--- src/logic/renamePkg.sv ---
// Shared sizes and records for the rename stage.
// Free list size is fixed to PHY_REG_NUM minus LOG_REG_NUM.
// Depths are powers of two so the queue pointers wrap by overflow.
`default_nettype none

package renamePkg;

    localparam int RENAME_WIDTH      = 2;
    localparam int LOG_REG_NUM       = 32;
    localparam int PHY_REG_NUM       = 64;
    localparam int FREE_LIST_DEPTH   = PHY_REG_NUM - LOG_REG_NUM;
    localparam int ACTIVE_LIST_DEPTH = 16;

    typedef logic [$clog2(LOG_REG_NUM)-1:0]       LogRegNum;
    typedef logic [$clog2(PHY_REG_NUM)-1:0]       PhyRegNum;
    typedef logic [$clog2(FREE_LIST_DEPTH)-1:0]   FreeListPtr;
    typedef logic [$clog2(FREE_LIST_DEPTH):0]     FreeListCount;
    typedef logic [$clog2(ACTIVE_LIST_DEPTH)-1:0] ActiveListPtr;
    typedef logic [$clog2(ACTIVE_LIST_DEPTH):0]   ActiveListCount;

    typedef enum logic [1:0] {
        OP_INT    = 2'd0,
        OP_BRANCH = 2'd1,
        OP_LOAD   = 2'd2,
        OP_STORE  = 2'd3
    } OpClass;

    // Decoded op as delivered by decode
    typedef struct packed {
        logic        valid;
        logic [31:0] pc;
        OpClass      opClass;
        LogRegNum    srcRegA;
        LogRegNum    srcRegB;
        LogRegNum    dstReg;
        logic        readRegA;
        logic        readRegB;
        logic        writeReg;
        logic        serialized;
        logic        fence;
    } OpInfo;

    // Renamed op toward dispatch
    typedef struct packed {
        logic         valid;
        logic [31:0]  pc;
        OpClass       opClass;
        PhyRegNum     phySrcA;
        PhyRegNum     phySrcB;
        PhyRegNum     phyDst;
        PhyRegNum     phyPrevDst;
        ActiveListPtr activeListPtr;
    } RenamedOp;

    typedef struct packed {
        logic [31:0] pc;
        LogRegNum    logDst;
        PhyRegNum    phyDst;
        PhyRegNum    phyPrevDst;
        logic        writeReg;
        logic        isLoad;
        logic        isStore;
        logic        isBranch;
        logic        serialized;
    } ActiveListEntry;

endpackage

`default_nettype wire

--- src/logic/activeList.sv ---
// In-order list of issued ops, pushed per group and popped one per commit.
// A commit strobe on an empty list is dropped.
// Entry storage has no reset; only pointers and count are cleared.
`timescale 1ns/1ps
`default_nettype none

module activeList (
    input  logic                                                 clk,
    input  logic                                                 rst,
    input  logic                                                 commit,
    input  logic [renamePkg::RENAME_WIDTH-1:0]                   push,
    input  renamePkg::ActiveListEntry [renamePkg::RENAME_WIDTH-1:0] pushEntry,
    output renamePkg::ActiveListPtr [renamePkg::RENAME_WIDTH-1:0]   tailPtr,
    output logic                                                 allocatable,
    output logic                                                 empty,
    output logic                                                 commitValid,
    output renamePkg::ActiveListEntry                            commitEntry,
    output renamePkg::PhyRegNum                                  releaseReg,
    output logic                                                 releaseEn
);

    renamePkg::ActiveListEntry entries [renamePkg::ACTIVE_LIST_DEPTH];
    renamePkg::ActiveListPtr   head;
    renamePkg::ActiveListPtr   tail;
    renamePkg::ActiveListCount count;
    renamePkg::ActiveListCount numPush;

    // Slot of each pushing lane, packed behind the older lanes
    always_comb begin
        numPush = '0;
        for (int i = 0; i < renamePkg::RENAME_WIDTH; i++) begin
            tailPtr[i] = renamePkg::ActiveListPtr'(tail + numPush);
            if (push[i]) begin
                numPush = numPush + 1'b1;
            end
        end
    end

    assign empty       = count == '0;
    assign allocatable = (renamePkg::ActiveListCount'(renamePkg::ACTIVE_LIST_DEPTH) - count)
                         >= renamePkg::ActiveListCount'(renamePkg::RENAME_WIDTH);

    // Commit side
    assign commitValid = commit && !empty;
    assign commitEntry = entries[head];
    assign releaseEn   = commitValid && commitEntry.writeReg;
    assign releaseReg  = commitEntry.phyPrevDst;

    always_ff @(posedge clk) begin
        for (int i = 0; i < renamePkg::RENAME_WIDTH; i++) begin
            if (push[i]) begin
                entries[tailPtr[i]] <= pushEntry[i];
            end
        end
    end

    always_ff @(posedge clk) begin
        if (rst) begin
            head  <= '0;
            tail  <= '0;
            count <= '0;
        end else begin
            tail  <= tail + renamePkg::ActiveListPtr'(numPush);
            head  <= head + renamePkg::ActiveListPtr'(commitValid);
            count <= count + numPush - renamePkg::ActiveListCount'(commitValid);
        end
    end

endmodule

`default_nettype wire

--- src/logic/freeList.sv ---
// Circular queue of free physical registers.
// Starts full with registers LOG_REG_NUM and up, in ascending order.
// Lanes allocate in lane order; one register comes back per cycle.
`timescale 1ns/1ps
`default_nettype none

module freeList (
    input  logic                                           clk,
    input  logic                                           rst,
    input  logic [renamePkg::RENAME_WIDTH-1:0]             allocate,
    input  logic                                           releaseEn,
    input  renamePkg::PhyRegNum                            releaseReg,
    output renamePkg::PhyRegNum [renamePkg::RENAME_WIDTH-1:0] allocatedReg,
    output logic                                           allocatable
);

    renamePkg::PhyRegNum     slots [renamePkg::FREE_LIST_DEPTH];
    renamePkg::FreeListPtr   head;
    renamePkg::FreeListPtr   tail;
    renamePkg::FreeListCount count;
    renamePkg::FreeListCount numAlloc;

    // Each allocating lane takes the next entry after the older lanes
    always_comb begin
        numAlloc = '0;
        for (int i = 0; i < renamePkg::RENAME_WIDTH; i++) begin
            allocatedReg[i] = slots[renamePkg::FreeListPtr'(head + numAlloc)];
            if (allocate[i]) begin
                numAlloc = numAlloc + 1'b1;
            end
        end
    end

    assign allocatable = count >= renamePkg::FreeListCount'(renamePkg::RENAME_WIDTH);

    always_ff @(posedge clk) begin
        if (rst) begin
            for (int i = 0; i < renamePkg::FREE_LIST_DEPTH; i++) begin
                slots[i] <= renamePkg::PhyRegNum'(renamePkg::LOG_REG_NUM + i);
            end
            head  <= '0;
            tail  <= '0;
            count <= renamePkg::FreeListCount'(renamePkg::FREE_LIST_DEPTH);
        end else begin
            head  <= head + renamePkg::FreeListPtr'(numAlloc);
            count <= count - numAlloc + renamePkg::FreeListCount'(releaseEn);
            if (releaseEn) begin
                slots[tail] <= releaseReg;
                tail        <= tail + 1'b1;
            end
        end
    end

endmodule

`default_nettype wire

--- src/logic/renameLane.sv ---
// One rename lane, purely combinational.
// Destination fields are zero unless the lane allocates.
`timescale 1ns/1ps
`default_nettype none

module renameLane (
    input  renamePkg::OpInfo          op,
    input  logic                      update,
    input  renamePkg::PhyRegNum       phySrcA,
    input  renamePkg::PhyRegNum       phySrcB,
    input  renamePkg::PhyRegNum       phyDst,
    input  renamePkg::PhyRegNum       phyPrevDst,
    input  renamePkg::ActiveListPtr   slotPtr,
    output renamePkg::RenamedOp       renamed,
    output renamePkg::ActiveListEntry entry,
    output logic                      allocReg
);

    renamePkg::PhyRegNum dstOut;
    renamePkg::PhyRegNum prevDstOut;

    assign allocReg   = op.valid && update && op.writeReg;
    assign dstOut     = allocReg ? phyDst : '0;
    assign prevDstOut = allocReg ? phyPrevDst : '0;

    always_comb begin
        renamed.valid         = op.valid && update;
        renamed.pc            = op.pc;
        renamed.opClass       = op.opClass;
        renamed.phySrcA       = phySrcA;
        renamed.phySrcB       = phySrcB;
        renamed.phyDst        = dstOut;
        renamed.phyPrevDst    = prevDstOut;
        renamed.activeListPtr = slotPtr;

        entry.pc         = op.pc;
        entry.logDst     = op.dstReg;
        entry.phyDst     = dstOut;
        entry.phyPrevDst = prevDstOut;
        entry.writeReg   = op.writeReg;
        // Class flags for commit
        entry.isLoad     = op.opClass == renamePkg::OP_LOAD;
        entry.isStore    = op.opClass == renamePkg::OP_STORE;
        entry.isBranch   = op.opClass == renamePkg::OP_BRANCH;
        entry.serialized = op.serialized;
    end

endmodule

`default_nettype wire

--- src/logic/renameMapTable.sv ---
// Logical to physical register map, identity after reset.
// Reads are combinational from the register state with bypass from older lanes.
// On a destination clash within a group the youngest lane wins.
`timescale 1ns/1ps
`default_nettype none

module renameMapTable (
    input  logic                                           clk,
    input  logic                                           rst,
    input  renamePkg::LogRegNum [renamePkg::RENAME_WIDTH-1:0] srcRegA,
    input  renamePkg::LogRegNum [renamePkg::RENAME_WIDTH-1:0] srcRegB,
    input  renamePkg::LogRegNum [renamePkg::RENAME_WIDTH-1:0] dstReg,
    input  logic [renamePkg::RENAME_WIDTH-1:0]             readRegA,
    input  logic [renamePkg::RENAME_WIDTH-1:0]             readRegB,
    input  logic [renamePkg::RENAME_WIDTH-1:0]             writeEnable,
    input  renamePkg::PhyRegNum [renamePkg::RENAME_WIDTH-1:0] newDst,
    output renamePkg::PhyRegNum [renamePkg::RENAME_WIDTH-1:0] phySrcA,
    output renamePkg::PhyRegNum [renamePkg::RENAME_WIDTH-1:0] phySrcB,
    output renamePkg::PhyRegNum [renamePkg::RENAME_WIDTH-1:0] phyPrevDst
);

    renamePkg::PhyRegNum mapReg [renamePkg::LOG_REG_NUM];

    always_ff @(posedge clk) begin
        if (rst) begin
            for (int r = 0; r < renamePkg::LOG_REG_NUM; r++) begin
                mapReg[r] <= renamePkg::PhyRegNum'(r);
            end
        end else begin
            // Later lanes overwrite earlier ones
            for (int i = 0; i < renamePkg::RENAME_WIDTH; i++) begin
                if (writeEnable[i]) begin
                    mapReg[dstReg[i]] <= newDst[i];
                end
            end
        end
    end

    always_comb begin
        for (int i = 0; i < renamePkg::RENAME_WIDTH; i++) begin
            phySrcA[i]    = mapReg[srcRegA[i]];
            phySrcB[i]    = mapReg[srcRegB[i]];
            phyPrevDst[i] = mapReg[dstReg[i]];

            // Bypass from older lanes of the same group, youngest match last
            for (int j = 0; j < i; j++) begin
                if (writeEnable[j]) begin
                    if (dstReg[j] == srcRegA[i]) begin
                        phySrcA[i] = newDst[j];
                    end
                    if (dstReg[j] == srcRegB[i]) begin
                        phySrcB[i] = newDst[j];
                    end
                    if (dstReg[j] == dstReg[i]) begin
                        phyPrevDst[i] = newDst[j];
                    end
                end
            end

            // Unused sources read as zero
            if (!readRegA[i]) begin
                phySrcA[i] = '0;
            end
            if (!readRegB[i]) begin
                phySrcB[i] = '0;
            end
        end
    end

endmodule

`default_nettype wire

--- src/logic/renameSerializer.sv ---
// Stalls the stage around serializing ops and fences.
// Only lane 0 of the held group is examined; decode sends such ops alone.
// The stall input must be the downstream stall only, not the bubble.
`timescale 1ns/1ps
`default_nettype none

module renameSerializer (
    input  logic              clk,
    input  logic              rst,
    input  logic              stall,
    input  logic              activeListEmpty,
    input  logic              storeQueueEmpty,
    input  renamePkg::OpInfo  headOp,
    output logic              serialize
);

    typedef enum logic {
        PHASE_NORMAL,
        PHASE_WAIT_OWN
    } Phase;

    Phase phase;
    Phase nextPhase;

    always_ff @(posedge clk) begin
        if (rst) begin
            phase <= PHASE_NORMAL;
        end else if (!stall) begin
            phase <= nextPhase;
        end
    end

    always_comb begin
        serialize = 1'b0;
        nextPhase = phase;
        case (phase)
            PHASE_NORMAL: begin
                if (headOp.valid && headOp.serialized) begin
                    // Older ops first, and for a fence the store queue too
                    if (!activeListEmpty || (headOp.fence && !storeQueueEmpty)) begin
                        serialize = 1'b1;
                    end else begin
                        nextPhase = PHASE_WAIT_OWN;
                    end
                end
            end
            PHASE_WAIT_OWN: begin
                // Hold younger ops until the serialized op has left
                if (!activeListEmpty || !storeQueueEmpty) begin
                    serialize = 1'b1;
                end else if (!(headOp.valid && headOp.serialized)) begin
                    nextPhase = PHASE_NORMAL;
                end
                // A serialized op issuing here starts its own wait
            end
            default: nextPhase = PHASE_NORMAL;
        endcase
    end

endmodule

`default_nettype wire

--- src/logic/renameStage.sv ---
// Rename stage top: pipeline register, stall decision and rename structures.
// Upstream must hold decoded steady while stallUpper is high.
// No flush or branch recovery.
`timescale 1ns/1ps
`default_nettype none

module renameStage (
    input  logic                                                 clk,
    input  logic                                                 rst,
    input  renamePkg::OpInfo [renamePkg::RENAME_WIDTH-1:0]          decoded,
    input  logic                                                 dispatchStall,
    input  logic                                                 storeQueueEmpty,
    input  logic                                                 commit,
    output renamePkg::RenamedOp [renamePkg::RENAME_WIDTH-1:0]       renamed,
    output logic                                                 stallUpper,
    output logic                                                 commitValid,
    output renamePkg::ActiveListEntry                            commitEntry
);

    localparam int W = renamePkg::RENAME_WIDTH;

    renamePkg::OpInfo [W-1:0]         pipeReg;
    renamePkg::LogRegNum [W-1:0]      srcRegA, srcRegB, dstReg;
    logic [W-1:0]                     valid, readRegA, readRegB, update, allocReg;
    renamePkg::PhyRegNum [W-1:0]      phySrcA, phySrcB, phyPrevDst, newDst;
    renamePkg::ActiveListPtr [W-1:0]  tailPtr;
    renamePkg::ActiveListEntry [W-1:0] alEntry;
    renamePkg::PhyRegNum              releaseReg;
    logic releaseEn, freeAllocatable, alAllocatable, alEmpty, serialize, bubble, stall;

    always_ff @(posedge clk) begin
        if (rst) begin
            for (int i = 0; i < W; i++) begin
                pipeReg[i].valid <= 1'b0;
            end
        end else if (!stall) begin
            pipeReg <= decoded;
        end
    end

    always_comb begin
        for (int i = 0; i < W; i++) begin
            valid[i]    = pipeReg[i].valid;
            srcRegA[i]  = pipeReg[i].srcRegA;
            srcRegB[i]  = pipeReg[i].srcRegB;
            dstReg[i]   = pipeReg[i].dstReg;
            readRegA[i] = pipeReg[i].readRegA;
            readRegB[i] = pipeReg[i].readRegB;
        end
        // Bubble when a full group cannot be allocated
        bubble     = serialize || (|valid && (!freeAllocatable || !alAllocatable));
        stall      = dispatchStall || bubble;
        stallUpper = stall;
        update     = valid & {W{!stall}};
    end

    renameSerializer serializer (
        .clk(clk), .rst(rst), .stall(dispatchStall), .activeListEmpty(alEmpty),
        .storeQueueEmpty(storeQueueEmpty), .headOp(pipeReg[0]), .serialize(serialize)
    );

    renameMapTable mapTable (
        .clk(clk), .rst(rst), .srcRegA(srcRegA), .srcRegB(srcRegB), .dstReg(dstReg),
        .readRegA(readRegA), .readRegB(readRegB), .writeEnable(allocReg), .newDst(newDst),
        .phySrcA(phySrcA), .phySrcB(phySrcB), .phyPrevDst(phyPrevDst)
    );

    freeList freeRegs (
        .clk(clk), .rst(rst), .allocate(allocReg), .releaseEn(releaseEn),
        .releaseReg(releaseReg), .allocatedReg(newDst), .allocatable(freeAllocatable)
    );

    activeList activeOps (
        .clk(clk), .rst(rst), .commit(commit), .push(update), .pushEntry(alEntry),
        .tailPtr(tailPtr), .allocatable(alAllocatable), .empty(alEmpty),
        .commitValid(commitValid), .commitEntry(commitEntry), .releaseReg(releaseReg),
        .releaseEn(releaseEn)
    );

    for (genvar i = 0; i < W; i++) begin : laneGen
        renameLane lane (
            .op(pipeReg[i]), .update(update[i]), .phySrcA(phySrcA[i]), .phySrcB(phySrcB[i]),
            .phyDst(newDst[i]), .phyPrevDst(phyPrevDst[i]), .slotPtr(tailPtr[i]),
            .renamed(renamed[i]), .entry(alEntry[i]), .allocReg(allocReg[i])
        );
    end

endmodule

`default_nettype wire

--- config.mk ---
export PLATFORM = sky130hd
export DESIGN_NAME = renameStage
export DESIGN_NICKNAME = d
export VERILOG_FILES = /design/src/logic/renamePkg.sv /design/src/logic/activeList.sv /design/src/logic/freeList.sv /design/src/logic/renameLane.sv /design/src/logic/renameMapTable.sv /design/src/logic/renameSerializer.sv /design/src/logic/renameStage.sv
export SDC_FILE = /design/constraint.sdc
export NUM_CORES = 2
export LEC_CHECK = 0
export ABC_AREA = 1
export BUFFER_PORTS_ARGS = -buffer_cell sky130_fd_sc_hd__buf_2
export CORE_ASPECT_RATIO = 0.9
export CORE_UTILIZATION = 30
export DETAILED_ROUTE_END_ITERATION = 12
export GPL_TIMING_DRIVEN = 0
export PLACE_DENSITY = 0.52
export RECOVER_POWER = 50
export SLEW_MARGIN = 15
export SYNTH_ARGS = -nofsm -noshare
export SYNTH_HDL_FRONTEND = slang
export SYNTH_SLANG_ARGS = --single-unit
--- constraint.sdc ---
create_clock -name clk -period 12.26 [get_ports clk]
set_input_delay 2.452 -clock clk [delete_from_list [all_inputs] [get_ports clk]]
set_output_delay 2.452 -clock clk [all_outputs]
set_load 0.05 [all_outputs]
==> metrics.csv <==
stage,metric,value,unit
final_layout,seqCellArea,41900,µm²
die,row_count,182,
final_layout,fin_area,95700,µm²
final_layout,fill_cells,28400,
sta,rsz0062_at_grt,no,
cts,clock_latency,0.89,ns
synth,yosys_warnings,0,
cts,cts.sinks,1417,
die,initial_utilization,30.2,%
synth,synthesis.instances,9734,
sta,final.period_utilization,88.7,%
synth,yosys-top-cells-count,"2094 x nand2_1, 1671 x o21ai_0, 1355 x edfxtp_1",
place,placed_cells,13800,
cts,post_cts_resized,0,
global_routing,grt_first_pass_wirelength,690000,µm
detailed_routing,drt-initial-drc-count,14800,
global_routing,grt_overflow,0,
cts,cts_root_buf,clkbuf_16,
global_routing,grt_max_degree,38,
detailed_routing,drc,0,
final_layout,drive_above_1_share,9.02,%
synth,ys_types,51,
setup_path,worstPathCellList,buf_2 -> inv_1 -> o211ai_1 -> a21oi_1 -> nand3_1 -> nor2_4 -> ha_1 -> ha_1 -> buf_2 -> buf_1 -> o211ai_1 -> nand3_1 -> nand3_1 -> nand2_1 -> nand2_1 -> nand2_2 -> nand2_1 -> buf_2 -> inv_1 -> buf_4 -> buf_2,
sta,period_minus_slack,10.88,ns
sta,setup_viol_count_final,0,
cts,cts_tree,yes,
die,ios,297,
pwr,total_leakage_power,35.4,nW
setup_path,path_delay_family,simple AND/OR/NAND/NOR gates,
detailed_routing,ant_nets,0,
pwr,power_density,206,nW/µm²
synth,synthArstFlopShare,0,%
detailed_routing,wl_per_cell,37.2,µm
setup_path,cp_slowest_stage_delay,0.67,ns
place,placed_cell_area,90400,µm²
sta,finClkSkew,0.0793,ns
detailed_routing,drt-pass1-iter-count,6,
synth,synth_ff_type,edfxtp_1,
die,coreArea,273000,µm²
synth,ys_seq_area_share,50.8,%
cts,htreeDepth,4,
die,die_h,500,µm
cts,clockBufferDepth,4,
synth,syn-num-nets,9890,
place,place_congestion,1.08,
detailed_routing,via_per_inst,6.05,
place,hpwl,383000,µm
synth,syn-cell-area,82600,µm²
global_routing,grt_usage,36.6,%
detailed_routing,routed_wl,526000,µm
sta,worst-slew-pin-transition,2.90,ns
cts,path_clk_slew,0.06,ns
setup_path,cp.buffers_inverters,8,
global_routing,antenna_found_initial,80,
setup_path,cp_max_fo,10,
sta,slew_headroom,-93.2,%
pwr,vdd_drop_max,0.000109,V
sta,max_freq,91.9,MHz
setup_path,cp_common_cell,buf_2,
final_layout,nets,10400,
status,violations,"capacitance limit, slew limit",
setup_path,crit_required,9.81,ns
run,drv_cap,5,
setup_path,worstSetupPathType,in2out,
synth,synth_top_area_cell,edfxtp_1,
setup_path,setup.worst_path.start_class,input pin,
setup_path,cp.arrival,8.43,ns
min_path,hold_class,reg2reg,
setup_path,cp-end-kind,output pin,
synth,yosysMostFrequentCell,nand2_1,
die,dieArea,277000,µm²
synth,synth_edf_count,1355,
synth,ys_ff_latch,1417,
synth,synth_top_area_share,49.3,%
cts,cts_setup_buffers,0,
detailed_routing,vias,85600,
sta,hold_violations,0,
cts,cts_buffers,175,
cts,hold_buffers,0,
final_layout,finalNonFillerCells,14200,
place,port_buffers,294,
sta,hold_ws,0.442,ns
setup_path,crit_path_top_delay_cell,buf_1,
final_layout,multi_input_area,33500,µm²
synth,syn_avg_cell_area,8.48,µm²
status,status,finished with violations,
synth,synth_area_leaders,"edfxtp_1 49%, o21ai_0 10%, nand2_1 9.5%, a21oi_1 4.3%, nand3_1 4.0%",
global_routing,grt_pass1_vias,76700,
die,dieWidth,555,µm
final_layout,areaGrowthSynthToFinish,15.9,%
sta,drv_slew,126,
==> flip-flops by register name, summed over array words and instances, names as in the netlist, 6 cells and up, named ones only <==
| name | count |
|---|---|
| activeOps.entries | 864 |
| dstReg | 10 |
| freeRegs.count | 6 |
| freeRegs.slots | 192 |
| mapTable.mapReg | 192 |
| pipeReg | 99 |
==> report_power, final <==
part	total (W)	switching (W)	internal (W)
clock network	0.00530	0.00226	0.00305
registers	0.00596	0.000281	0.00568
logic	0.00848	0.00657	0.00191
total	0.0197	0.00911	0.0106
==> logic make-up (layout without fill, tap and decap cells) <==
| family | count (synthesis) | in the layout | share of synthesized area, % |
|---|---|---|---|
| AOI/OAI and AO/OA | 3011 | 3011 | 19.9 |
| xor gates and xnor gates | 9 | 9 | 0.136 |
| adders and majority gates | 41 | 41 | 0.658 |
| buffers and inverters | 1630 | 2301 | 8.58 |
| DFF | 1417 | 1417 | 50.8 |
| muxes | 212 | 212 | 2.57 |
| other | 0 | 65 | 0 |
| and+or+nand+nor | 3414 | 3414 | 17.4 |
==> metal layers <==
| layer | GRT usage [%] | share of wire [%] | vias up |
|---|---|---|---|
| met5 | 0.173 | 0.061 | - |
| met4 | 21.0 | 6.6 | 40 |
| met3 | 13.7 | 15 | 1383 |
| met2 | 49.1 | 39 | 7238 |
| met1 | 49.9 | 40 | 41800 |
| li1 | - | - | 35100 |
==> through the flow <==
stage          setup WS (ns)  power, W  util (%)  TNS [ns]
2_1_floorplan           4.52    0.0107         -         0
3_3_place_gp           -2.57    0.0142      32.4  -1702.33
3_5_place_dp            1.91    0.0142      33.0         0
4_1_cts                 1.90    0.0194      35.1         0
5_1_grt                 1.34    0.0202      34.9         0
6_report                1.38    0.0197      35.0         0
==> placed cells by master (no fill, tap or decap), types with 17 or more instances in the layout <==
master     synthesis  layout
ha_1              37      37
o21ai_1          105      65
a21oi_1          711     712
buf_12             0      26
o21ai_4            2      17
buf_4            124     123
clkbuf_1         484     708
clkbuf_2           1      23
nor2_1           438     457
clkinv_1          16      41
buf_6             20      18
inv_2             37      20
nor3_1            56      50
edfxtp_1        1355    1355
a22oi_1           59      59
o21ai_0         1671    1696
buf_1             73      72
o211ai_1         396     396
nand3_1          668     676
inv_1            598     615
diode_2            0      65
buf_2            276     373
clkinv_2           1      23
a31oi_1           26      26
nand4_1           76      77
clkbuf_16          0     180
mux2i_1          212     212
dfxtp_1           62      62
buf_16             0      35
nand2_1         2094    2098
==> worst reg2reg max path, stage by stage (launching register included) <==
cell and delay (ns):
dfxtp_1 0.30, inv_1 0.14, ha_1 0.22, nand2_1 0.07, inv_1 0.06, ha_1 0.30, o211ai_1 0.18, a21oi_1 0.49
nand2_1 0.52, nor2_1 0.90, clkbuf_1 1.77, clkbuf_1 2.11
==> worst paths after layout <==
| kind | endpoint | slack, ns | depth (start not counted) | startpoint |
|---|---|---|---|---|
| setup / recovery | renamed[77] | 1.38 | 21 | dispatchStall |
| hold / removal | flop | 0.44 | 2 | pipeReg[19] |
| setup reg to reg | pipeReg[30] | 4.65 | 11 | activeOps.count[0] |
| hold reg to reg | flop | 0.44 | 2 | pipeReg[19] |
==> cell type report <==
cell class | instances | area share [%]
repair buffers | 362 | 3.04
inverters | 652 | 2.56
well taps | 3680 | 4.81
diodes | 65 | 0.170
clock inverters | 77 | 0.829
plain buffers | 978 | 4.72
multi-input cells | 6687 | 35.0
clock buffers | 232 | 5.02
flip-flops and latches | 1417 | 43.8
Note: power is estimated with default switching activity, not from simulation.
